## config.mk

```make
export PLATFORM = sky130hd
export DESIGN_NAME = pc_gen
export DESIGN_NICKNAME = d
export VERILOG_FILES = /design/src/design/fetch_pkg.sv /design/src/design/pc_gen.sv
export SDC_FILE = /design/constraint.sdc
export NUM_CORES = 1
export LEC_CHECK = 0
export BUFFER_PORTS_ARGS = -buffer_cell sky130_fd_sc_hd__buf_2
export CORE_UTILIZATION = 50
export CTS_BUF_LIST = sky130_fd_sc_hd__clkbuf_8
export DETAILED_ROUTE_END_ITERATION = 8
export MAX_ROUTING_LAYER = met4
export PLACE_DENSITY = 0.74
export SETUP_SLACK_MARGIN = 0.2
export SYNTH_ARGS = -nofsm -noshare
export SYNTH_HDL_FRONTEND = slang
export SYNTH_SLANG_ARGS = --single-unit
```

## constraint.sdc

```tcl
create_clock -name in_clk -period 7.8 [get_ports in_clk]
set_clock_uncertainty 0.15 [all_clocks]
set_input_delay 0.39 -clock in_clk [delete_from_list [all_inputs] [get_ports in_clk]]
set_output_delay 0.39 -clock in_clk [all_outputs]
set_load 0.02 [all_outputs]
```

## src/design/fetch_pkg.sv

```systemverilog
package fetch_pkg;

  // datapath and address width
  localparam int gpr_size = 64;

  // instruction memory, one 4 KiB page
  localparam int imem_bytes = 4096;
  localparam int imem_addr_bits = $clog2(imem_bytes);

  // boot address, loaded while reset is high
  localparam logic [gpr_size-1:0] entry_pc = 64'h0000_0000_0000_0100;

  // HLT #0, sent downstream on return from main
  localparam logic [31:0] insn_hlt = 32'hd440_0000;

  // top six bits of unconditional branches
  localparam logic [5:0] b_op_bits  = 6'b000101;
  localparam logic [5:0] bl_op_bits = 6'b100101;

  // B.cond top byte
  localparam logic [7:0] bcond_top_byte = 8'h54;

  // pc-relative address class, bits 28..24
  localparam logic [4:0] adr_class_bits = 5'b10000;

  // coarse opcode classes seen by fetch
  typedef enum logic [2:0] {
    op_b,
    op_bl,
    op_b_cond,
    op_adr,
    op_adrp,
    op_other
  } opcode_t;

  // unconditional branch layout
  typedef struct packed {
    logic [5:0]  op;
    logic [25:0] imm26;
  } b_fmt_t;

  // ADR / ADRP layout
  // op picks page (1) or byte (0) granularity
  typedef struct packed {
    logic        op;
    logic [1:0]  immlo;
    logic [4:0]  cls;
    logic [18:0] immhi;
    logic [4:0]  rd;
  } adr_fmt_t;

  // one instruction word, three views of the same bits
  typedef union packed {
    logic [31:0] raw;
    b_fmt_t      b_fmt;
    adr_fmt_t    adr_fmt;
  } insn_u;

  // what the pc register does on the next edge
  typedef enum logic [2:0] {
    pc_hold,
    pc_seq,
    pc_jump,
    pc_entry,
    pc_redirect
  } pc_op_t;

  // fetch FSM states
  typedef enum logic [1:0] {
    st_reset,
    st_settle,
    st_run,
    st_halt
  } fetch_state_t;

  // mispredict from the reorder buffer, single-cycle strobe
  typedef struct packed {
    logic                valid;
    logic [gpr_size-1:0] pc;
  } redirect_t;

  // one fetched instruction toward decode
  typedef struct packed {
    logic                valid;
    logic [gpr_size-1:0] pc;
    insn_u               insn;
    opcode_t             opcode;
  } fetch_out_t;

endpackage

```

## src/design/pc_gen.sv

```systemverilog
`timescale 1ns/1ns

module pc_gen
  import fetch_pkg::*;
(
  input  logic                in_clk,
  input  logic                in_rst,
  input  pc_op_t              pc_op,
  input  redirect_t           redirect,
  input  logic [gpr_size-1:0] branch_offset,
  output logic [gpr_size-1:0] pc
);

  logic [gpr_size-1:0] pc_next;

  // next pc
  always_comb begin
    case (pc_op)
      pc_seq:      pc_next = pc + gpr_size'(4);
      pc_jump:     pc_next = pc + branch_offset;
      pc_entry:    pc_next = entry_pc;
      pc_redirect: pc_next = redirect.pc;
      default:     pc_next = pc;
    endcase
  end

  // pc register
  always_ff @(posedge in_clk) begin
    pc <= pc_next;
  end

endmodule

```

After elaboration in Yosys (flattened, before gate mapping):

Cells that the tools add are included.

* add/sub/neg operators: 2
* $mul: 0
* div/mod/pow operators: 0
* magnitude comparators: 0
* equality and inequality tests: 4
* shift-type cells: 0
* muxes and demuxes: 1
* bitwise logic cells: 0
* reductions and logical operators: 1

Operators by type and width (count)
* 64-bit one-hot mux with 4 select lines: 1
* 64-bit by 3-bit adder with 64-bit output, second input constant: 1
* 64-bit adder: 1
* 3-bit by 2-bit equality test with 1-bit output, second input constant: 2
* 4-bit nonzero test: 1
* 3-bit by 1-bit equality test with 1-bit output, second input constant: 1
* 3-bit equality test, second input constant: 1

* flip-flop bits (word level): 64
* latch bits: 0
* memory bits (writable): 0
* memory bits (read-only): 0
* bits of input ports: 134
* output and inout port bits: 64
* word-level logic and storage cells: 9
* memories kept: 0

Logic depth before layout (Yosys ltp):

* word-level depth: 2
* mapped depth: 13
* gate-level depth less buffers: 13

Least setup slack after synthesis:

OpenSTA, ideal clock, no wires.

* path type: input to register
* start point: in pc_op[2]
* end point: reg pc[10], enable pin
* setup time: 0.511 ns
* arrival: 4.035 ns
* path slack: 3.105 ns
* stages on the path: 3
* buffers on the path: 2
* cell sequence: clkbuf_1 > clkbuf_1 > xnor2_1

* word-level cells in the longest chain between the ends: 2
* elaborated cells on any way between the ends: 5
* classes of those cells: 4 x eq/ne; 1 x reduce/logical

RTL lines
* from (decl): line pc_gen.sv:8 `input pc_op_t pc_op,`
* 3-bit equality test (tied with other cells): line pc_gen.sv:18 `case (pc_op)`
* 4-bit nonzero test (no line) (*)
* to (signal assigned): line pc_gen.sv:29 `pc <= pc_next;`
* to (decl): line pc_gen.sv:11 `output logic [gpr_size-1:0] pc`

Every way passes the cells marked *; elsewhere a longest branch is shown, timed or not.
A chain may end at the register's enable or synchronous reset.

Worst setup path after layout:

* start point: reg pc[6]
* end point: reg pc[61] (data pin)

* word-level cells in the longest chain between the ends: 2
* elaborated cells on any way between the ends: 3
* classes of those cells: 2 x add/sub; 1 x mux

RTL lines
* 64-bit adder / 64-bit by 3-bit adder with 64-bit output (equally long branches): line pc_gen.sv:20, pc_gen.sv:19
* 64-bit one-hot mux with 4 select lines (*): line pc_gen.sv:18
* net pc_next[61]: line pc_gen.sv:14 `logic [gpr_size-1:0] pc_next;`

Mark *: on every way through the listed nets, which the timed path passes. The rest lies on a longest branch.

==> results.yml <==
clock_tree:
  numCtsBuffers: 9
  clk-insertion-delay-late_ns: 0.37
  clk_pin_slew_ns: 0.08
  postCtsSetupBuffers: 0
  cts-resized-gates: 0
  cts.hold.buffers_added: 0
  cts_root_buffer: "clkbuf_8"
  cts_tree: "yes"
  cts_sinks: 64
  cts_buffer_depth: 2
  h-tree-depth: 3
die:
  initial_core_util: 0.512
  dieWidth_um: 127
  core_mm2: 0.0151
  rows: 45
  ios: 198
  die_area_mm2: 0.0160
  dieHeight_um: 127
drt:
  wl_per_cell_um: 19.4
  drt_pass1_iterations: 7
  wirelength_mm: 25.5
  drt_iter0_markers: 780
  vias: 8274
  ant_nets: 0
  drc_errors: 0
  vias_per_cell: 6.29
power:
  vdd_drop_max_uv: 78.3
  finalPower_mw: 1.76
  pwr_density_cell_mw_per_mm2: 196
  leakage_nw: 3.81
synth:
  synthSimpleGateAreaFrac: 0.190
  synth_edf_count: 64
  synth_fa_ha_area_frac: 0.106
  ys_seq_elements: 64
  synth_cell_types: 67
  syn-cell-area_mm2: 0.00775
  async_flop_share: 0
  syn_nets: 1160
  synthFlopType: "edfxtp_1"
  syn_area_per_cell_um2: 8.07
  synth-seq-area-share: 0.248
  yosys.area_share.xor_xnor: 0.133
  synthCells: 961
  synth_compound_area_frac: 0.281
  ys_warn_count: 0
  muxShareOfSynthArea: 0.00387
  synth_top_family_by_area: "compound AO/OA/AOI/OAI gates"
global_routing:
  antenna_found_initial: 1
  grt_max_degree: 50
  grt-ovfl-total: 0
  grt_use_total: 0.328
  grt_pass1_vias: 7522
  grt_pass1_wl_mm: 39.9
setup_path:
  r2r_end: "pc[61]"
  worstReg2RegStart: "pc[6]"
  r2r_setup_slack_ns: 3.46
  r2r_cells: 12
  required_ns: 7.75
  cp-end-kind: "flip-flop"
  cp_max_fo: 7
  start_kind: "flip-flop"
  arrival_ns: 4.29
  setup.worst_path.class: "flip-flop to flip-flop"
timing:
  setup_viol_count_final: 0
  fin_setup_tns_ns: 0
  clock.fmax_mhz: 230
  fin_crit_sh: 0.557
  slew_viol_final: 0
  maxSlewHeadroom: 0.329
  rsz0062_at_grt: "false"
  hold_viol: 0
  max_slew.worst_pin.slew_ns: 0.998
  period_needed_ns: 4.34
run:
  maxCapViolCount: 0
layout:
  fin_nets: 1321
  fillers: 1465
  regMostFlops: "pc"
  drive_gt1_frac: 0.212
  area_growth_syn_to_layout_pct: 16.2
  largest_reg_flops: 64
  reg.largest.list: "pc (64)"
place:
  dp_hpwl_mm: 19.3
  place_congestion: 0.970
  port_buffers: 195
worst_hold_path:
  hp-class: "input port to flip-flop"
  hold_path.startpoint: "redirect[37]"
  min_to: "pc[37]"
  holdPathStages: 3
status:
  status: "complete, no violations"
[cell usage in the layout (no fill, tap or decap), types with 4 or more instances in the layout]
master / instances
buf_2: 195
nand2_1: 104
a21oi_1: 84
o21ai_0: 81
xnor2_1: 66
ha_1: 64
edfxtp_1: 64
nor2_1: 51
xor2_1: 51
nand3_1: 43
nand4_1: 38
a22oi_1: 32
inv_1: 27
a21o_1: 23
and3_1: 18
a31oi_1: 15
o221ai_1: 11
o21bai_1: 10
o22ai_1: 10
nor3_1: 9
nor2b_1: 9
clkbuf_8: 9
o21a_1: 7
and4_1: 7
buf_4: 7
a221oi_1: 6
and2_1: 5
or3_1: 5
a222oi_1: 4
a221o_1: 4
a211oi_1: 4
[worst max-delay path, cell delays in order, from the launching register on]
cell and delay [ns]:
edfxtp_1 0.51, ha_1 0.40, a21oi_1 0.25, o22ai_1 0.14, a221oi_1 0.29, a2111oi_0 0.19, nor3_1 0.64, o221ai_2 0.28
nand3_1 0.15, nand2_1 0.11, a211oi_1 0.60, mux2i_1 0.25, o21ai_0 0.11
[cell usage after synthesis, drive strengths merged, types with 12 or more instances]
| master | number | area, um^2 |
|---|---|---|
| o221ai | 12 | 111 |
| clkbuf | 42 | 159 |
| edfxtp | 64 | 1920 |
| a22oi | 32 | 240 |
| inv | 25 | 93.8 |
| o21ai | 87 | 447 |
| a21oi | 85 | 425 |
| a21o | 24 | 181 |
| xor2 | 51 | 447 |
| nor2 | 52 | 195 |
| xnor2 | 67 | 587 |
| ha | 64 | 801 |
| nand3 | 43 | 215 |
| and3 | 18 | 113 |
| nand2 | 105 | 397 |
| a31oi | 16 | 106 |
| nand4 | 38 | 238 |
[how the worst max path moves through the flow]
stage | from | endpoint | slack, ns | cells after the start
3_3_place_gp | branch_offset[11] | pc[61] | 3.58 | 13
6_report | pc[6] | pc[61] | 3.46 | 12
2_1_floorplan | pc_op[2] | pc[10] | 3.10 | 3
3_5_place_dp | branch_offset[11] | pc[61] | 3.54 | 13
4_1_cts | pc[11] | pc[61] | 3.57 | 12
5_1_grt | pc[39] | pc[63] | 3.23 | 12
[stage by stage]
| stage | setup WS (ns) | utilization | area, um^2 | std cells | hold slack (ns) |
|---|---|---|---|---|---|
| after floorplan | 3.10 | - | 7750 | 961 | 0.434 |
| after global placement | 3.58 | 0.583 | 8830 | 1299 | 0.521 |
| after detailed placement | 3.54 | 0.583 | 8830 | 1299 | 0.527 |
| after CTS | 3.57 | 0.595 | 9000 | 1315 | 0.131 |
| after global routing | 3.23 | 0.595 | 9010 | 1316 | 0.164 |
| final | 3.46 | 0.595 | 9010 | 1316 | 0.148 |
[per-layer routing]
layer / GRT usage / vias up / share of wire
met1: 0.465 / 3863 / 0.46
li1: - / 3947 / -
met5: - / - / 0
met2: 0.478 / 420 / 0.43
met3: 0.0409 / 44 / 0.087
met4: 0.118 / 0 / 0.023
[area by class of cell]
type                            instances  area (um^2)  share of cell area
Multi-Input combinational cell        820         5550               0.616
Sequential cell                        64         1920               0.213
Timing Repair Buffer                  202         1030               0.114
Tap cell                              188          235              0.0261
Clock buffer                            9          124              0.0138
Inverter                               25         93.8              0.0104
Clock inverter                          7         55.1             0.00611
Antenna cell                            1         2.50            0.000278
[power by group]
group,switching (mW),internal [mW]
clock,0.154,0.142
sequential,0.0773,0.453
combinational,0.563,0.373
[cell families after synthesis]
family / count (synthesis)
compound gates: 331
xor+xnor: 118
fa+ha+maj: 65
buf+inv: 77
flops: 64
mux: 3
simple gates: 303
No activity file was read; power rests on OpenSTA's default activity.
