File: config.mk
export PLATFORM = sky130hd
export DESIGN_NAME = fetch_ctrl
export DESIGN_NICKNAME = d
export VERILOG_FILES = /design/src/design/fetch_pkg.sv /design/src/design/fetch_ctrl.sv
export SDC_FILE = /design/constraint.sdc
export NUM_CORES = 1
export LEC_CHECK = 0
export BUFFER_PORTS_ARGS = -buffer_cell sky130_fd_sc_hd__buf_4
export CORE_AREA = 4 4 102 104
export DETAILED_ROUTE_END_ITERATION = 8
export DIE_AREA = 0 0 106 108
export GPL_TIMING_DRIVEN = 0
export PLACE_DENSITY = 0.54
export SLEW_MARGIN = 20
export SYNTH_ARGS = -nofsm -noshare
export SYNTH_HDL_FRONTEND = slang
export SYNTH_SLANG_ARGS = --single-unit
File: constraint.sdc
create_clock -name in_clk -period 1.7 [get_ports in_clk]
set_clock_uncertainty 0.2 [all_clocks]
set_input_delay 0.085 -clock in_clk [delete_from_list [all_inputs] [get_ports in_clk]]
set_output_delay 0.085 -clock in_clk [all_outputs]
set_load 0.01 [all_outputs]
File: src/design/fetch_pkg.sv
package fetch_pkg;

  // datapath and address width
  localparam int gpr_size = 64;

  // instruction memory, one 4 KiB page
  localparam int imem_bytes = 4096;
  localparam int imem_addr_bits = $clog2(imem_bytes);

  // boot address, loaded while reset is high
  localparam logic [gpr_size-1:0] entry_pc = 64'h0000_0000_0000_0100;

  // HLT #0, sent downstream on return from main
  localparam logic [31:0] insn_hlt = 32'hd440_0000;

  // top six bits of unconditional branches
  localparam logic [5:0] b_op_bits  = 6'b000101;
  localparam logic [5:0] bl_op_bits = 6'b100101;

  // B.cond top byte
  localparam logic [7:0] bcond_top_byte = 8'h54;

  // pc-relative address class, bits 28..24
  localparam logic [4:0] adr_class_bits = 5'b10000;

  // coarse opcode classes seen by fetch
  typedef enum logic [2:0] {
    op_b,
    op_bl,
    op_b_cond,
    op_adr,
    op_adrp,
    op_other
  } opcode_t;

  // unconditional branch layout
  typedef struct packed {
    logic [5:0]  op;
    logic [25:0] imm26;
  } b_fmt_t;

  // ADR / ADRP layout
  // op picks page (1) or byte (0) granularity
  typedef struct packed {
    logic        op;
    logic [1:0]  immlo;
    logic [4:0]  cls;
    logic [18:0] immhi;
    logic [4:0]  rd;
  } adr_fmt_t;

  // one instruction word, three views of the same bits
  typedef union packed {
    logic [31:0] raw;
    b_fmt_t      b_fmt;
    adr_fmt_t    adr_fmt;
  } insn_u;

  // what the pc register does on the next edge
  typedef enum logic [2:0] {
    pc_hold,
    pc_seq,
    pc_jump,
    pc_entry,
    pc_redirect
  } pc_op_t;

  // fetch FSM states
  typedef enum logic [1:0] {
    st_reset,
    st_settle,
    st_run,
    st_halt
  } fetch_state_t;

  // mispredict from the reorder buffer, single-cycle strobe
  typedef struct packed {
    logic                valid;
    logic [gpr_size-1:0] pc;
  } redirect_t;

  // one fetched instruction toward decode
  typedef struct packed {
    logic                valid;
    logic [gpr_size-1:0] pc;
    insn_u               insn;
    opcode_t             opcode;
  } fetch_out_t;

endpackage

File: src/design/fetch_ctrl.sv
`timescale 1ns/1ns

module fetch_ctrl
  import fetch_pkg::*;
(
  input  logic                in_clk,
  input  logic                in_rst,
  input  redirect_t           redirect,
  input  logic [gpr_size-1:0] pc,
  input  insn_u               insn,
  input  opcode_t             opcode,
  output pc_op_t              pc_op,
  output fetch_out_t          fetch_out
);

  fetch_state_t state;
  fetch_state_t state_next;

  // stop conditions
  logic pc_zero;
  logic word_zero;
  logic is_branch;

  always_comb begin
    // pc 0 is the return from main
    pc_zero   = pc == '0;
    // empty slot, no program
    word_zero = insn.raw == '0;
    // only B and BL are followed
    is_branch = (opcode == op_b) || (opcode == op_bl);
  end

  // next state, pc operation and output word
  always_comb begin
    state_next       = state;
    pc_op            = pc_hold;
    fetch_out.valid  = 1'b0;
    fetch_out.pc     = pc;
    fetch_out.insn   = insn;
    fetch_out.opcode = opcode;

    case (state)
      st_reset: begin
        // keep loading the boot address
        pc_op      = pc_entry;
        state_next = st_settle;
      end
      st_settle: begin
        // one idle cycle at the entry point
        pc_op      = pc_hold;
        state_next = st_run;
      end
      st_run: begin
        if (pc_zero) begin
          // emit HLT once, then stop
          fetch_out.valid    = 1'b1;
          fetch_out.insn.raw = insn_hlt;
          fetch_out.opcode   = op_other;
          pc_op              = pc_hold;
          state_next         = st_halt;
        end else if (word_zero) begin
          // ran off the program
          pc_op      = pc_hold;
          state_next = st_halt;
        end else begin
          fetch_out.valid = 1'b1;
          if (is_branch) begin
            pc_op = pc_jump;
          end else begin
            pc_op = pc_seq;
          end
        end
      end
      default: begin
        // halted, wait for a redirect
        pc_op = pc_hold;
      end
    endcase

    // mispredict wins over everything outside reset
    // this cycle's output is still the wrong-path word
    if (redirect.valid && (state != st_reset)) begin
      pc_op      = pc_redirect;
      state_next = st_run;
    end
  end

  // state register
  always_ff @(posedge in_clk) begin
    if (in_rst) begin
      state <= st_reset;
    end else begin
      state <= state_next;
    end
  end

endmodule

# Word level (Yosys, flattened, before mapping)
# Index checks and enable logic that the tools add are counted.
dict set report word_totals {
  register_bits 2
  word_cells 33
  output_inout_bits 103
  in_bits 166
}
dict set report classes {
  n_reduce_logical 12
  muxes 14
  n_eq_ne 5
}
# cell n
set op_table {}
lappend op_table {{two-way mux 35 bit} 2}
lappend op_table {{zero test 64 bit} 1}
lappend op_table {{zero test 32 bit} 1}
lappend op_table {{two-way mux 2 bit} 6}
lappend op_table {{one-hot mux 2 bit (3 select lines)} 1}
lappend op_table {{!= test 4 bit, second input constant} 1}
lappend op_table {{one-hot mux 2 bit (2 select lines)} 1}
lappend op_table {{AND reduction 2 bit} 2}
lappend op_table {{nonzero test 4 bit} 1}
lappend op_table {{equality test 3 x 1 -> 1 bit, second input constant} 1}
lappend op_table {{zero test 3 bit} 1}
lappend op_table {{two-way mux 1 bit} 3}
lappend op_table {{two-way mux 3 bit} 1}
lappend op_table {{!= test 3 bit, second input constant} 1}
lappend op_table {{nonzero test 3 bit} 1}
lappend op_table {{equality test 2 x 1 -> 1 bit, second input constant} 1}
lappend op_table {{equality test 2 bit, second input constant} 1}
lappend op_table {{zero test 2 bit} 1}
lappend op_table {{nonzero test 2 bit} 1}
lappend op_table {{OR reduction 2 bit} 1}
lappend op_table {{logical AND 1 bit} 1}
lappend op_table {{logical OR 1 bit} 1}

# Logic depth before layout (Yosys ltp)
dict set report logic_depth {
  word_depth 7
  ltp_mapped 6
  ltp_nobuf 6
}

# Worst setup path after synthesis
# OpenSTA, ideal clock, no wires.
dict set report synth_timing {
  kind {input -> output}
  startpoint {input port pc[48]}
  endpoint {output port fetch_out[14] in the netlist's numbering}
  t_arrival_ps 1405
  t_required_ps 1415
  n_path_buf 1
  path_slack_ps 10
  path_stages 6
  path_cell_list {nor4_1 > nand4_1 > nor4_4 > nand2_2 > clkbuf_1 > and2_1}
}
# element line_no
set synth_lines {}
lappend synth_lines {{from (decl)} fetch_ctrl.sv:9} ;# input logic [gpr_size-1:0] pc,
lappend synth_lines {{to (decl)} fetch_ctrl.sv:13} ;# output fetch_out_t fetch_out

# Final worst setup path
dict set report layout_timing {
  startpoint {register state[0]}
  endpoint {register state[0]}
}
dict set report layout_between {
  elab_chain_len 3
  elab_cells_between_ends 10
  cone_classes {eq/ne: 3; mux: 1; reduce/logical: 6}
}
# element line_no
set layout_rtl {}
lappend layout_rtl {{from (decl)} fetch_ctrl.sv:16} ;# fetch_state_t state;
lappend layout_rtl {{from (signal assigned)} fetch_ctrl.sv:91} ;# state <= st_reset;
lappend layout_rtl {{from (signal assigned)} fetch_ctrl.sv:93} ;# state <= state_next;
lappend layout_rtl {{equality test 2 bit (tied with other cells)} fetch_ctrl.sv:42} ;# case (state)
lappend layout_rtl {{!= test 3 bit (no line) (tied with other cells)} n/a}
lappend layout_rtl {{AND reduction 2 bit (no line) / OR reduction 2 bit (equally long branches)} n/a}
# Parallel ways exist; a longest one is shown, timed or not.
# A chain may end at the register's enable or synchronous reset.

==> results.md <==
- Status: finished, violations left
- Failing checks: setup timing
- Hold crit path type: primary input to flop
- Synth Warn #: 0
- Grt ovf: 0
- Worst-skew pair later-pin latency: 210 ps
- Flop pwr share: 6.3%
- LEAKAGE: 0.00180 µW
- Biggest regs: state: 2 flops
- Clk sinks: 2
- Max VDD drop: 0.352 mV
- Global-route wire length before repair: 9960 µm
- Final min period: 1940 ps
- Setup violations, final: 40
- Reg with most FFs: state
- Fin util: 35.8%
- Largest net degree at the start of global routing: 7
- DRC violations left: 0
- Sw Pwr: 522 µW
- Initial antenna violation count: 0
- CP endpoint kind: flop
- CP Max Fanout: 6
- Cells after synthesis: 163
- Internal power: 900 µW
- GRT Overall Usage: 10.5%
- Die Y: 108 µm
- Fmax: 515 MHz
- Reg clk slew, reported paths: 30 ps
- Final antenna-violating net count: 0
- Total power: 1420 µW
- Crit path launch: state[0]$_SDFFE_PP0P_
- Synth top area share: 41.8%
- Layout cells sized above 1: 87.6%
- Max-slew headroom: 60.3%
- Hold buffers post-CTS: 0
- Die ar.: 0.0114 mm²
- CTS buffer count: 3
- Core area: 0.00955 mm²
- Power share of the clock group: 13.0%
- Switch share: 36.7%
- Clk root buf: clkbuf_8
- Worst Setup Start Kind: flop
- CP Class: flop to flop
- R2r setup slk: -240 ps
- H-tree depth: 1
- Mean number of vias per cell: 3.69
- Data arrival time of the worst path: 1820 ps
- TritonCTS clock tree: yes
- Worst Setup Slack, final: -240 ps
- Final wirelength: 6650 µm
- Clock buffer depth: 2
- Synthesized area: 0.00115 mm²
- Worst Max-Slew Pin Slew: 591 ps
- Seq/Total Area, Yosys: 3.49%
- Die X-Extent: 106 µm
- Detailed placement HPWL: 5550 µm
- Min-delay src: in_rst
- Flops & latches, synth: 2
- Max FFs per register: 2
- I/O pin count: 269
- Final hold vios: 0
- Critical Path RT: 1580 ps
- Slew Viols, Final: 0
- Gpl congestion: 0.792
- Drt wl/cell: 13.0 µm
- Comb pwr share: 80.7%
- DRT Pass-1 Iters: 3
- Drt first-iter violations: 49
- Port Buffers: 204
- Cell Rows: 36
- Syn_area_per_cell: 7.05 µm²
- Synthesis-to-finish area growth: 198%
- Antenna fix cells: 0
- Max_cap viols: 0
- Crit share post-route: 114%
- Synth top area cells: buf_4 42%, and2_1 15%, nor4_1 14%
- Yosys cell types: 23
- PD cells: 416 mW/mm²
- RSZ-0062 raised after global routing: true
- Cell taking the most area after synthesis: buf_4
- Vias in the first global route: 2079
- Starting Density: 12.0%
- Nets@finish: 552
- Critical R2R Launch: state[0]$_SDFFE_PP0P_
- Via count: 1894
- Syn_nets: 333
==> power by group through the flow <==
| stage | Sequential (µW) | Clock, µW | Combinational, µW |
|---|---|---|---|
| final | 89.5 | 184 | 1150 |
| after global routing | 92.5 | 198 | 1240 |
| after CTS | 89.9 | 190 | 1150 |
| after detailed placement | 87.1 | 0 | 950 |
| after global placement | 85.3 | 0 | 943 |
| after floorplan | 82.1 | 0 | 433 |
==> cell usage in the layout (no fill, tap or decap), drive strengths merged <==
cell type	count
nand4	6
a21o	1
o32ai	1
nor4	26
ha	4
nand2b	7
dfxtp	2
nand2	3
nor2b	1
inv	4
o41ai	1
nor2	3
o21ai	2
a21oi	1
clkbuf	5
and2	28
mux2	2
buf	278
nor3	5
==> layer usage <==
layer | GRT usage [%] | part of all wire, %
met5 | 0 | 0
met3 | 2.39 | 7.6
met2 | 20.4 | 56
met1 | 12.0 | 36
met4 | 1.48 | 0.35
==> layout make-up <==
type	count	area (µm²)
Inverter	4	15.0
Tap cell	133	166
Timing Repair Buffer	213	1790
Clock buffer	3	41.3
Multi-Input combinational cell	91	853
Fill cell	1002	6130
Sequential cell	2	40.0
Buffer	67	517
==> metrics by stage <==
| step | cell area, µm² | std cells | hold WS (ps) | worst slack [ps] | TNS [ps] |
|---|---|---|---|---|---|
| floorplan | 1150 | 163 | 61.8 | 9.64 | 0 |
| global placement | 2850 | 500 | 238 | -1120 | -38910 |
| detailed placement | 2850 | 500 | 243 | -1100 | -38720 |
| CTS | 3400 | 513 | 48.6 | -273 | -9640 |
| global route | 3420 | 513 | 90.8 | -365 | -13220 |
| finish | 3420 | 513 | 58.4 | -240 | -8080 |
==> critical path, stage by stage (launching register included) <==
cell	delay, ps
dfxtp_1	390
inv_1	130
ha_4	220
o21ai_1	340
o32ai_1	190
mux2_1	350
==> what timing repair did <==
item | 4_1_cts | 5_1_grt
endpoints found under the setup margin | 40 | 41
buffers inserted | 8 | 0
cloned | 4 | 0
pin swaps | 40 | 2
endpoints found under the hold margin | 0 | 0
resized for setup | 111 | 4
==> synthesized netlist by cell type (all sizes together) <==
library cell / n
o21ai: 2
a21o: 1
nor4: 26
nor3: 5
nor2: 3
a21oi: 1
and2: 28
o41ai: 1
nand4: 6
o32ai: 1
clkbuf: 1
nand2b: 7
ha: 4
nor2b: 1
inv: 4
buf: 66
nand2: 2
mux2: 2
dfxtp: 2
==> cell families after synthesis <==
group | count (synthesis) | synth area share, %
AO/OA/AOI/OAI | 6 | 3.49
adder cells (fa/ha/maj) | 4 | 4.36
buffers and inverters | 71 | 44.3
flip-flops | 2 | 3.49
multiplexers | 2 | 1.96
AND/OR/NAND/NOR | 78 | 42.4
==> path summary, 6_finish.rpt <==
kind,end,cells after the start
max,state[0]$_SDFFE_PP0P_,5
min,state[1]$_SDFFE_PP0P_,3
max reg2reg,state[0]$_SDFFE_PP0P_,5
min reg2reg,state[1]$_SDFFE_PP0P_,3
No activity file was read; power rests on OpenSTA's default activity.
