**config.mk**
```make
export PLATFORM = sky130hd
export DESIGN_NAME = insn_decode
export DESIGN_NICKNAME = d
export VERILOG_FILES = /design/src/design/fetch_pkg.sv /design/src/design/insn_decode.sv
export SDC_FILE = /design/constraint.sdc
export NUM_CORES = 1
export LEC_CHECK = 0
export BUFFER_PORTS_ARGS = -buffer_cell sky130_fd_sc_hd__buf_4
export CAP_MARGIN = 40
export CELL_PAD_IN_SITES_DETAIL_PLACEMENT = 2
export CELL_PAD_IN_SITES_GLOBAL_PLACEMENT = 2
export CORE_UTILIZATION = 11
export DETAILED_ROUTE_END_ITERATION = 8
export PLACE_DENSITY_LB_ADDON = 0.1
export SLEW_MARGIN = 25
export SYNTH_ARGS = -nofsm -noshare
export SYNTH_HDL_FRONTEND = slang
export SYNTH_SLANG_ARGS = --single-unit
```
**constraint.sdc**
```tcl
create_clock -name vclk -period 0.8
set_clock_uncertainty 0.1 [all_clocks]
set_input_delay 0 -clock vclk [all_inputs]
set_output_delay 0 -clock vclk [all_outputs]
set_load 0.005 [all_outputs]
```
**src/design/fetch_pkg.sv**
```systemverilog
package fetch_pkg;

  // datapath and address width
  localparam int gpr_size = 64;

  // instruction memory, one 4 KiB page
  localparam int imem_bytes = 4096;
  localparam int imem_addr_bits = $clog2(imem_bytes);

  // boot address, loaded while reset is high
  localparam logic [gpr_size-1:0] entry_pc = 64'h0000_0000_0000_0100;

  // HLT #0, sent downstream on return from main
  localparam logic [31:0] insn_hlt = 32'hd440_0000;

  // top six bits of unconditional branches
  localparam logic [5:0] b_op_bits  = 6'b000101;
  localparam logic [5:0] bl_op_bits = 6'b100101;

  // B.cond top byte
  localparam logic [7:0] bcond_top_byte = 8'h54;

  // pc-relative address class, bits 28..24
  localparam logic [4:0] adr_class_bits = 5'b10000;

  // coarse opcode classes seen by fetch
  typedef enum logic [2:0] {
    op_b,
    op_bl,
    op_b_cond,
    op_adr,
    op_adrp,
    op_other
  } opcode_t;

  // unconditional branch layout
  typedef struct packed {
    logic [5:0]  op;
    logic [25:0] imm26;
  } b_fmt_t;

  // ADR / ADRP layout
  // op picks page (1) or byte (0) granularity
  typedef struct packed {
    logic        op;
    logic [1:0]  immlo;
    logic [4:0]  cls;
    logic [18:0] immhi;
    logic [4:0]  rd;
  } adr_fmt_t;

  // one instruction word, three views of the same bits
  typedef union packed {
    logic [31:0] raw;
    b_fmt_t      b_fmt;
    adr_fmt_t    adr_fmt;
  } insn_u;

  // what the pc register does on the next edge
  typedef enum logic [2:0] {
    pc_hold,
    pc_seq,
    pc_jump,
    pc_entry,
    pc_redirect
  } pc_op_t;

  // fetch FSM states
  typedef enum logic [1:0] {
    st_reset,
    st_settle,
    st_run,
    st_halt
  } fetch_state_t;

  // mispredict from the reorder buffer, single-cycle strobe
  typedef struct packed {
    logic                valid;
    logic [gpr_size-1:0] pc;
  } redirect_t;

  // one fetched instruction toward decode
  typedef struct packed {
    logic                valid;
    logic [gpr_size-1:0] pc;
    insn_u               insn;
    opcode_t             opcode;
  } fetch_out_t;

endpackage

```
**src/design/insn_decode.sv**
```systemverilog
`timescale 1ns/1ns

module insn_decode
  import fetch_pkg::*;
(
  input  insn_u               insn,
  output opcode_t             opcode,
  output logic [gpr_size-1:0] branch_offset
);

  // class match flags
  logic is_b;
  logic is_bl;
  logic is_b_cond;
  logic is_adr_class;

  // top bits of the word pick the class
  always_comb begin
    is_b         = insn.b_fmt.op == b_op_bits;
    is_bl        = insn.b_fmt.op == bl_op_bits;
    // B.cond only needs the top byte here
    is_b_cond    = insn.raw[31:24] == bcond_top_byte;
    // ADR and ADRP share the class field
    is_adr_class = insn.adr_fmt.cls == adr_class_bits;
  end

  // coarse opcode
  // the patterns do not overlap, order is only for readability
  always_comb begin
    if (is_b) begin
      opcode = op_b;
    end else if (is_bl) begin
      opcode = op_bl;
    end else if (is_b_cond) begin
      opcode = op_b_cond;
    end else if (is_adr_class) begin
      // op bit high means page granularity
      if (insn.adr_fmt.op) begin
        opcode = op_adrp;
      end else begin
        opcode = op_adr;
      end
    end else begin
      opcode = op_other;
    end
  end

  // imm26 is a word offset
  // scale to bytes and sign-extend to pc width
  // meaningful only for B and BL
  always_comb begin
    branch_offset = {
      {(gpr_size - 28){insn.b_fmt.imm26[25]}},
      insn.b_fmt.imm26,
      2'b00
    };
  end

endmodule

```
; ---- After elaboration in Yosys (flattened, before gate mapping)
; Cells that the tools add are included.
[word_totals]
in_bits = 32
output_inout_bits = 67
register_bits = 0
wordCells = 9
[classes]
eq_ne = 4
muxes = 5
[op_table]
columns = cell, n
row1 = 2-to-1 mux 3 bit, 5
row2 = "equality test 8 x 7 -> 1 bit, second input constant", 1
row3 = "equality test 6 x 3 -> 1 bit, second input constant", 1
row4 = "equality test 6 bit, second input constant", 1
row5 = "equality test 5 bit, second input constant", 1

; ---- Longest topological paths before layout
; Gate-level depths: netlist of the first run.
[depth]
depth_word = 5
mapped_depth = 3
mapped_depth_nobuf = 3

; ---- Least setup slack after synthesis of the first run
; No wires, ideal clock.
[synth_timing]
kind = input -> output
from = input insn[31] (netlist name)
to = output opcode[2]
n_path_buf = 0
required_time_ps = 700
slack_ps = 301
arrival_time_ps = 399
cell_stages = 3
path_cell_list = nor3_1 > a21oi_1 > nand3b_1
[synth_via]
elab_chain_cells = 5
word_cells_on_any_way = 8
classes_between = eq/ne: 3 / mux: 5
[synth_rtl]
columns = element, line_no
row1 = from (decl), insn_decode.sv:6  ; input insn_u insn,
row2 = 2-to-1 mux 3 bit, insn_decode.sv:38  ; if (insn.adr_fmt.op) begin
row3 = 2-to-1 mux 3 bit, insn_decode.sv:36  ; end else if (is_adr_class) begin
row4 = 2-to-1 mux 3 bit, insn_decode.sv:34  ; end else if (is_b_cond) begin
row5 = 2-to-1 mux 3 bit, insn_decode.sv:32  ; end else if (is_bl) begin
row6 = 2-to-1 mux 3 bit *, insn_decode.sv:30  ; if (is_b) begin
row7 = to (decl), insn_decode.sv:7  ; output opcode_t opcode,
; Mark *: on every way between the ends. The rest lies on a longest branch, timed or not.

; ---- Worst setup path after layout of the first run
[layout_timing]
from = input insn[25] (netlist name)
to = output opcode[0]
[layout_via]
elab_chain_cells = 5
word_cells_on_any_way = 6
classes_between = eq/ne: 2 / mux: 4
[layout_rtl]
columns = element, line_no
row1 = equality test 5 bit, insn_decode.sv:24  ; is_adr_class = insn.adr_fmt.cls == adr_class_bits;
row2 = 2-to-1 mux 3 bit, insn_decode.sv:36
row3 = 2-to-1 mux 3 bit *, insn_decode.sv:34
row4 = 2-to-1 mux 3 bit *, insn_decode.sv:32
row5 = 2-to-1 mux 3 bit *, insn_decode.sv:30
; Marks and branches as above.

==> results.cfg, run 1 <==
[detailed_routing]
drt_iter0_drc = 1
vias_per_cell = 2.82
wl_per_cell_um = 8.73
antenna_left = 0
firstDrtPassIters = 3
post-route-drc-count = 0
num_vias = 442
routed_wl_um = 1370

[worst_setup_path]
startpoint_type = input pin
setup.worst_path.class = input pin to primary output
path_max_fanout = 4
cp.required_ps = 700
worstSetupEndpointType = primary output
cp.arrival_ps = 640

[sta]
slew_violations = 0
setup_tns_ps = 0
whs_ps = 85.1
rsz0062_at_grt = yes
period_needed_ps = 739
max_freq_mhz = 1350
timing.final.ws_setup_ps = 60.5
hold_viol = 0
period_share = 0.924
setup_viol = 0

[die]
num_rows = 25
start_util = 0.116
coreArea_mm2 = 0.00479
die_y_um = 73.1
die-area_mm2 = 0.00535
ios = 99
die_w_um = 73.1

[outcome]
outcome = completed

[final_layout]
seq_cell_count = 0
nets = 124
n_antenna_cell = 0
drive_gt1_frac = 0.600
fill_cells = 563
multiInputGateArea_um2 = 93.8
fin_cells = 157
clock_buffers = 0
seq_area_um2 = 0
area_growth_pct = 46.5

[global_route]
met3_usage = 0.00829
overflow = 0
grt_pass1_wl_um = 1460
antenna_found_initial = 0
grt_pass1_vias = 284
grt_max_degree = 38
grt_use_met2 = 0.0628
busiest_layer = met2
grt_use_met1 = 0.0387
track_usage = 0.0329

[power_and_ir_drop]
seqPwrFrac = 0
total_power_uw = 380
vdd_drop_max_mv = 0.0825
p_clk_frac = 0
p_sw_uw = 136
p_int_uw = 244
p_sw_frac = 0.357
pwr_density_cell_mw_per_mm2 = 466
power.leakage_uw = 0.000389
pwr-share-comb = 1.000

[yosys]
avgSynthCellArea_um2 = 7.14
synthCells = 78
yosysWarnings = 0
yosysTopAreaCell = buf_4
synth_area_leaders = buf_4 (86%), o21ai_0 (1.8%), nor4b_1 (1.6%)
netlist_area_um2 = 557
synth_top_cell_area_share = 0.863
ys_types = 14
ys_seq_area_frac = 0

[placed_design]
port_buffers = 49
dp_slack_ps = -45.0
gp_congestion = 0.562
place_inst = 133
dp_hpwl_um = 986

[hold_path]
hold_class = input pin to primary output

[flow_run]
maxCapViolations = 0

[clocking]
post-cts-setup-buffer-count = 0
## metrics by stage
step	util	cell area, um^2
after floorplan	-	561
after global placement	0.114	547
after detailed placement	0.114	547
after CTS	0.165	792
after global routing	0.170	816
final	0.170	816
## final cells by class
class,instances,area share
repair buffers,75,0.778
well taps,67,0.103
multi-input cells,14,0.115
inverters,1,0.00460
## cells in the final DEF (no fill, tap or decap), types with 2 or more instances in the layout
master and instances:
conb_1 2, dlygate4sd3_1 24, o21ai_0 2, buf_4 49
## cells in the mapped netlist
cell      number
o21ai_1        1
nand3b_1       1
conb_1         1
nor4b_1        1
nor2b_1        1
and3_2         1
and3_1         1
nor2_1         1
a21oi_1        1
nor3_1         1
o21ai_0        2
nand2_1        1
buf_4         64
inv_1          1
## path summary, 6_finish.rpt
path  cells past startpoint                 to      from
min                       2  branch_offset[26]  insn[24]
max                       5          opcode[0]  insn[25]
## power by group through the flow
stage | Clock (uW) | Combinational [uW] | Sequential (uW)
detailed placement | 0 | 264 | 0
global route | 0 | 409 | 0
CTS | 0 | 375 | 0
finish | 0 | 380 | 0
global placement | 0 | 269 | 0
floorplan | 0 | 278 | 0
## worst max-delay path, stage by stage
cell	delay, ps
buf_6	110
o21ai_0	140
and3_1	170
o21ai_1	70
buf_4	150
## per-layer routing
layer | vias to the layer above | wire length (um)
met2 | 49 | 730
met3 | 0 | 215
li1 | 201 | -
met5 | - | 0
met1 | 192 | 425
met4 | 0 | 0
## what timing repair did
action / 4_1_cts / 5_1_grt
hold buffers: 24 / 0
resized for setup: 1 / 5
setup endpoints to repair: 2 / 2
pin swaps: 0 / 1
hold endpoints to repair: 24 / 0
## cell families (layout without fill, tap and decap cells)
family,Yosys count,count (layout),share of synthesized area
AO/OA/AOI/OAI,4,4,0.0359
buffers and inverters,65,76,0.870
other,1,2,0.00674
AND/OR/NAND/NOR,8,8,0.0876
(Power assumes the default switching activity.)
==> run 2, diff against run 1 <==
--- a/config.mk
+++ b/config.mk
@@ -6,9 +6,10 @@
 export NUM_CORES = 1
 export LEC_CHECK = 0
+export ABC_AREA = 1
 export BUFFER_PORTS_ARGS = -buffer_cell sky130_fd_sc_hd__buf_4
 export CAP_MARGIN = 40
 export CELL_PAD_IN_SITES_DETAIL_PLACEMENT = 2
 export CELL_PAD_IN_SITES_GLOBAL_PLACEMENT = 2
-export CORE_UTILIZATION = 11
+export CORE_UTILIZATION = 12
 export DETAILED_ROUTE_END_ITERATION = 8
 export PLACE_DENSITY_LB_ADDON = 0.1
==> constraint.sdc (replaced) <==
create_clock -name vclk -period 0.8
set_clock_uncertainty 0.1 [all_clocks]
set_input_delay 0.04 -clock vclk [all_inputs]
set_output_delay 0.04 -clock vclk [all_outputs]
set_load 0.005 [all_outputs]
==> results.cfg, run 2 <==
[final_layout]
seq_cell_count = 0
fin_cells = 171
clock_buffers = 0
mostFrequentLayoutCell = buf_4
final_core_util = 0.186
layout_common_cells = buf_4 (46), dlygate4sd3_1 (24), nor2_1 (5)
drive_gt1_frac = 0.615
nets = 138
area_growth_pct = 47.2
seq_area_um2 = 0
n_antenna_cell = 0

[power_and_ir_drop]
vdd_drop_max_mv = 0.0979
power.leakage_uw = 0.000439
pwr_density_cell_mw_per_mm2 = 459

[sta]
hold_viol = 0
setup_viol = 1
timing.final.ws_setup_ps = -4.26
max_freq_mhz = 1240
slew_violations = 0
rsz0062_at_grt = yes
whs_ps = 246
period_needed_ps = 804
period_share = 1.01

[placed_design]
port_buffers = 49
place_inst = 147
gp_congestion = 0.686
dp_hpwl_um = 1080

[die]
ios = 99
coreArea_mm2 = 0.00475
num_rows = 25
die-area_mm2 = 0.00528
die_w_um = 72.7
die_y_um = 72.7
start_util = 0.126

[yosys]
ys_types = 9
synth_top_cell_area_share = 0.802
ys_top_cells_by_count = buf_4 (64), inv_1 (7), nand2_1 (6), nor2_1 (6), nand4_1 (3)
synth_area_leaders = buf_4 (80%), inv_1 (4.4%), nand2_1 (3.8%)
synth.most_common_cell = buf_4
synthCells = 91
netlist_area_um2 = 599
ys_seq_area_frac = 0
yosysTopAreaCell = buf_4
yosysWarnings = 0
avgSynthCellArea_um2 = 6.59

[detailed_routing]
antenna_left = 0
routed_wl_um = 1500
post-route-drc-count = 0
drt_iter0_drc = 2
vias_per_cell = 2.91
firstDrtPassIters = 2
wl_per_cell_um = 8.78
num_vias = 498

[global_route]
grt_pass1_wl_um = 2080
track_usage = 0.0481
grt_max_degree = 38
grt_pass1_vias = 434
overflow = 0
antenna_found_initial = 0

[flow_run]
maxCapViolations = 0

[worst_setup_path]
cpPeakStageDelay_ps = 130
path_max_fanout = 2
path_cells = buf_6, inv_2, nand2_1, nor2_1, nand2_1, nand2_2, nor2_2, buf_4
path_buf_inv = 3
crit_slowest_cell = buf_4
worstSetupEndpointType = primary output
setup.worst_path.class = input pin to primary output
cp_common_cell = nand2_1
cp.required_ps = 660
critical_path.top_delay_family = simple AND/OR/NAND/NOR gates
startpoint_type = input pin
cp.arrival_ps = 660

[outcome]
violations = setup timing
outcome = finished, violations left

[hold_path]
hold_class = input pin to primary output

[clocking]
post-cts-setup-buffer-count = 0
==> run 2: cell types whose count changed after synthesis, moves of 2 or more <==
cell	change
nor2_2	+2
nand4_1	+3
o21ai_0	-2
nand2_1	+5
nor2_1	+5
inv_1	+6
==> run 2: final timing paths <==
path              depth (start not counted)      from  slack (ps)                 to
setup / recovery                          8  insn[27]          -4          opcode[2]
hold / removal                            3  insn[24]         250  branch_offset[26]
==> run 2: area by class of cell <==
type	instances	area [um^2]
inverter	7	31.3
timing repair buffer	76	661
fill	581	3870
multi-input combinational	21	106
tap	67	83.8
==> run 2: logic make-up (layout without fill, tap and decap cells) <==
kind of cell,count (synthesis),in the layout,share of synthesized area
buf+inv,71,83,0.846
other cells,1,2,0.00626
simple gates,19,19,0.148
==> run 2: report_power, final <==
part | internal (uW) | total, uW | switching (uW)
clock network | 0 | 0 | 0
registers | 0 | 0 | 0
logic | 258 | 405 | 148
==> run 2: metal layers <==
metal	GRT usage	wire, um	vias up
met3	0.00967	222	0
met4	0	0	0
li1	-	-	232
met5	0	0	-
met1	0.0531	502	210
met2	0.0987	777	56
==> run 2: what timing repair did <==
item / in CTS / in global routing
setup endpoints to repair: 6 / 40
hold buffers: 24 / 0
gates resized for setup: 12 / 7
hold endpoints to repair: 24 / 0
pin swaps: 7 / 6
==> run 2: metrics by stage <==
step / setup TNS (ps) / worst slack (ps) / area [um^2] / total power [uW]
floorplan: 0 / 248 / 603 / 285
global placement: -188 / -86.5 / 597 / 281
detailed placement: -130 / -65.9 / 597 / 278
CTS: -37.8 / -28.9 / 861 / 402
global route: -193 / -88.7 / 882 / 440
finish: -4.26 / -4.26 / 882 / 405
==> run 3, diff against run 2 <==
==> constraint.sdc (replaced) <==
create_clock -name vclk -period 0.8
set_clock_uncertainty 0.1 [all_clocks]
set_input_delay 0.16 -clock vclk [all_inputs]
set_output_delay 0.16 -clock vclk [all_outputs]
set_load 0.005 [all_outputs]
==> results.cfg, run 3 (synthesis gave the netlist of run 2 again) <==
[outcome]
outcome = finished, violations left
violations = setup timing

[placed_design]
place_inst = 147
port_buffers = 49
gp_congestion = 0.684
dp_hpwl_um = 1080
place_area_um2 = 597

[sta]
setup_tns_ps = -6210
timing.final.ws_setup_ps = -238
max_freq_mhz = 964
rsz0062_at_grt = yes
period_needed_ps = 1040
hold_viol = 0
period_share = 1.30
setup_viol = 40
slew_violations = 0

[worst_setup_path]
cp.arrival_ps = 780
crit_path_start = insn[25]
path_max_fanout = 5
endpoint = opcode[2]
worstSetupEndpointType = primary output
startpoint_type = input pin
cp.required_ps = 540
setup.worst_path.class = input pin to primary output

[hold_path]
hold_class = input pin to primary output

[die]
ios = 99
die-area_mm2 = 0.00528
die_w_um = 72.7
die_y_um = 72.7
num_rows = 25
coreArea_mm2 = 0.00475
start_util = 0.126

[detailed_routing]
post-route-drc-count = 0
drt_iter0_drc = 4
num_vias = 443
vias_per_cell = 2.88
antenna_left = 0
wl_per_cell_um = 10.2
routed_wl_um = 1580
firstDrtPassIters = 2

[final_layout]
n_antenna_cell = 0
clock_buffers = 0
fin_area_um2 = 798
final_core_util = 0.168
nets = 121
layout_common_cells = buf_4 (43), buf_6 (11), nand2_2 (4)
seq_area_um2 = 0
fin_cells = 154
area_growth_pct = 33.2
drive_gt1_frac = 0.851
mostFrequentLayoutCell = buf_4
multiInputGateArea_um2 = 121
fill_cells = 569
seq_cell_count = 0

[power_and_ir_drop]
p_int_uw = 246
pwr-share-comb = 1.000
pwr_density_cell_mw_per_mm2 = 490
p_clk_frac = 0
seqPwrFrac = 0
p_sw_uw = 145
p_sw_frac = 0.371
vdd_drop_max_mv = 0.0996
power.leakage_uw = 0.000406

[global_route]
track_usage = 0.0400
antenna_found_initial = 0
grt_pass1_wl_um = 1730
grt_pass1_vias = 353
grt_max_degree = 38
overflow = 0

[flow_run]
maxCapViolations = 0
## run 3: cell types whose count changed in the layout (fill, tap and decap cells not counted), sizes merged
cell | before | now
clkbuf | 0 | 2
dlygate4sd3 | 24 | 0
buf | 52 | 57
## run 3: worst max-delay path: stages
cell     delay [ps]
buf_12          110
inv_2            40
nand2_2          50
nor2_2           70
nand2_1          70
nand2_2          90
nor2_2           40
buf_4           130
## run 3: layout make-up
| type | count | share of cell area |
|---|---|---|
| Multi-Input combinational cell | 21 | 0.152 |
| Inverter | 7 | 0.0423 |
| Timing Repair Buffer | 59 | 0.701 |
| Tap cell | 67 | 0.105 |
## run 3: metrics by stage
step / hold slack (ps) / worst slack [ps] / total power, uW
after global routing: 220 / -311 / 422
after floorplan: 301 / 8.03 / 285
after CTS: 220 / -268 / 292
after detailed placement: 220 / -309 / 278
after global placement: 220 / -323 / 280
final: 220 / -238 / 391
## run 3: repair_timing
action,4_1_cts,5_1_grt
buffers inserted,0,3
hold buffers,0,0
setup endpoints to repair,40,40
pin swaps,7,9
cloned,0,4
resized for setup,11,24
## run 3: per-layer routing
layer / track usage / wire [um] / vias up
met1: 0.0406 / 518 / 194
li1: - / - / 199
met5: 0 / 0 / -
met4: 0.0109 / 12 / 0
met3: 0.0221 / 245 / 6
met2: 0.0706 / 800 / 44
## run 3: worst min path at each step
stage,from,to,slack [ps],cells after the start
2_1_floorplan,insn[8],branch_offset[10],300,1
6_report,insn[11],branch_offset[13],220,0
3_5_place_dp,insn[9],branch_offset[11],220,0
4_1_cts,insn[9],branch_offset[11],220,0
3_3_place_gp,insn[9],branch_offset[11],220,0
5_1_grt,insn[4],branch_offset[6],220,0
## run 3: power by group through the flow
stage	logic (uW)	registers [uW]	clock network [uW]
after floorplan	285	0	0
after global placement	280	0	0
after detailed placement	278	0	0
after CTS	292	0	0
after global routing	422	0	0
final	391	0	0
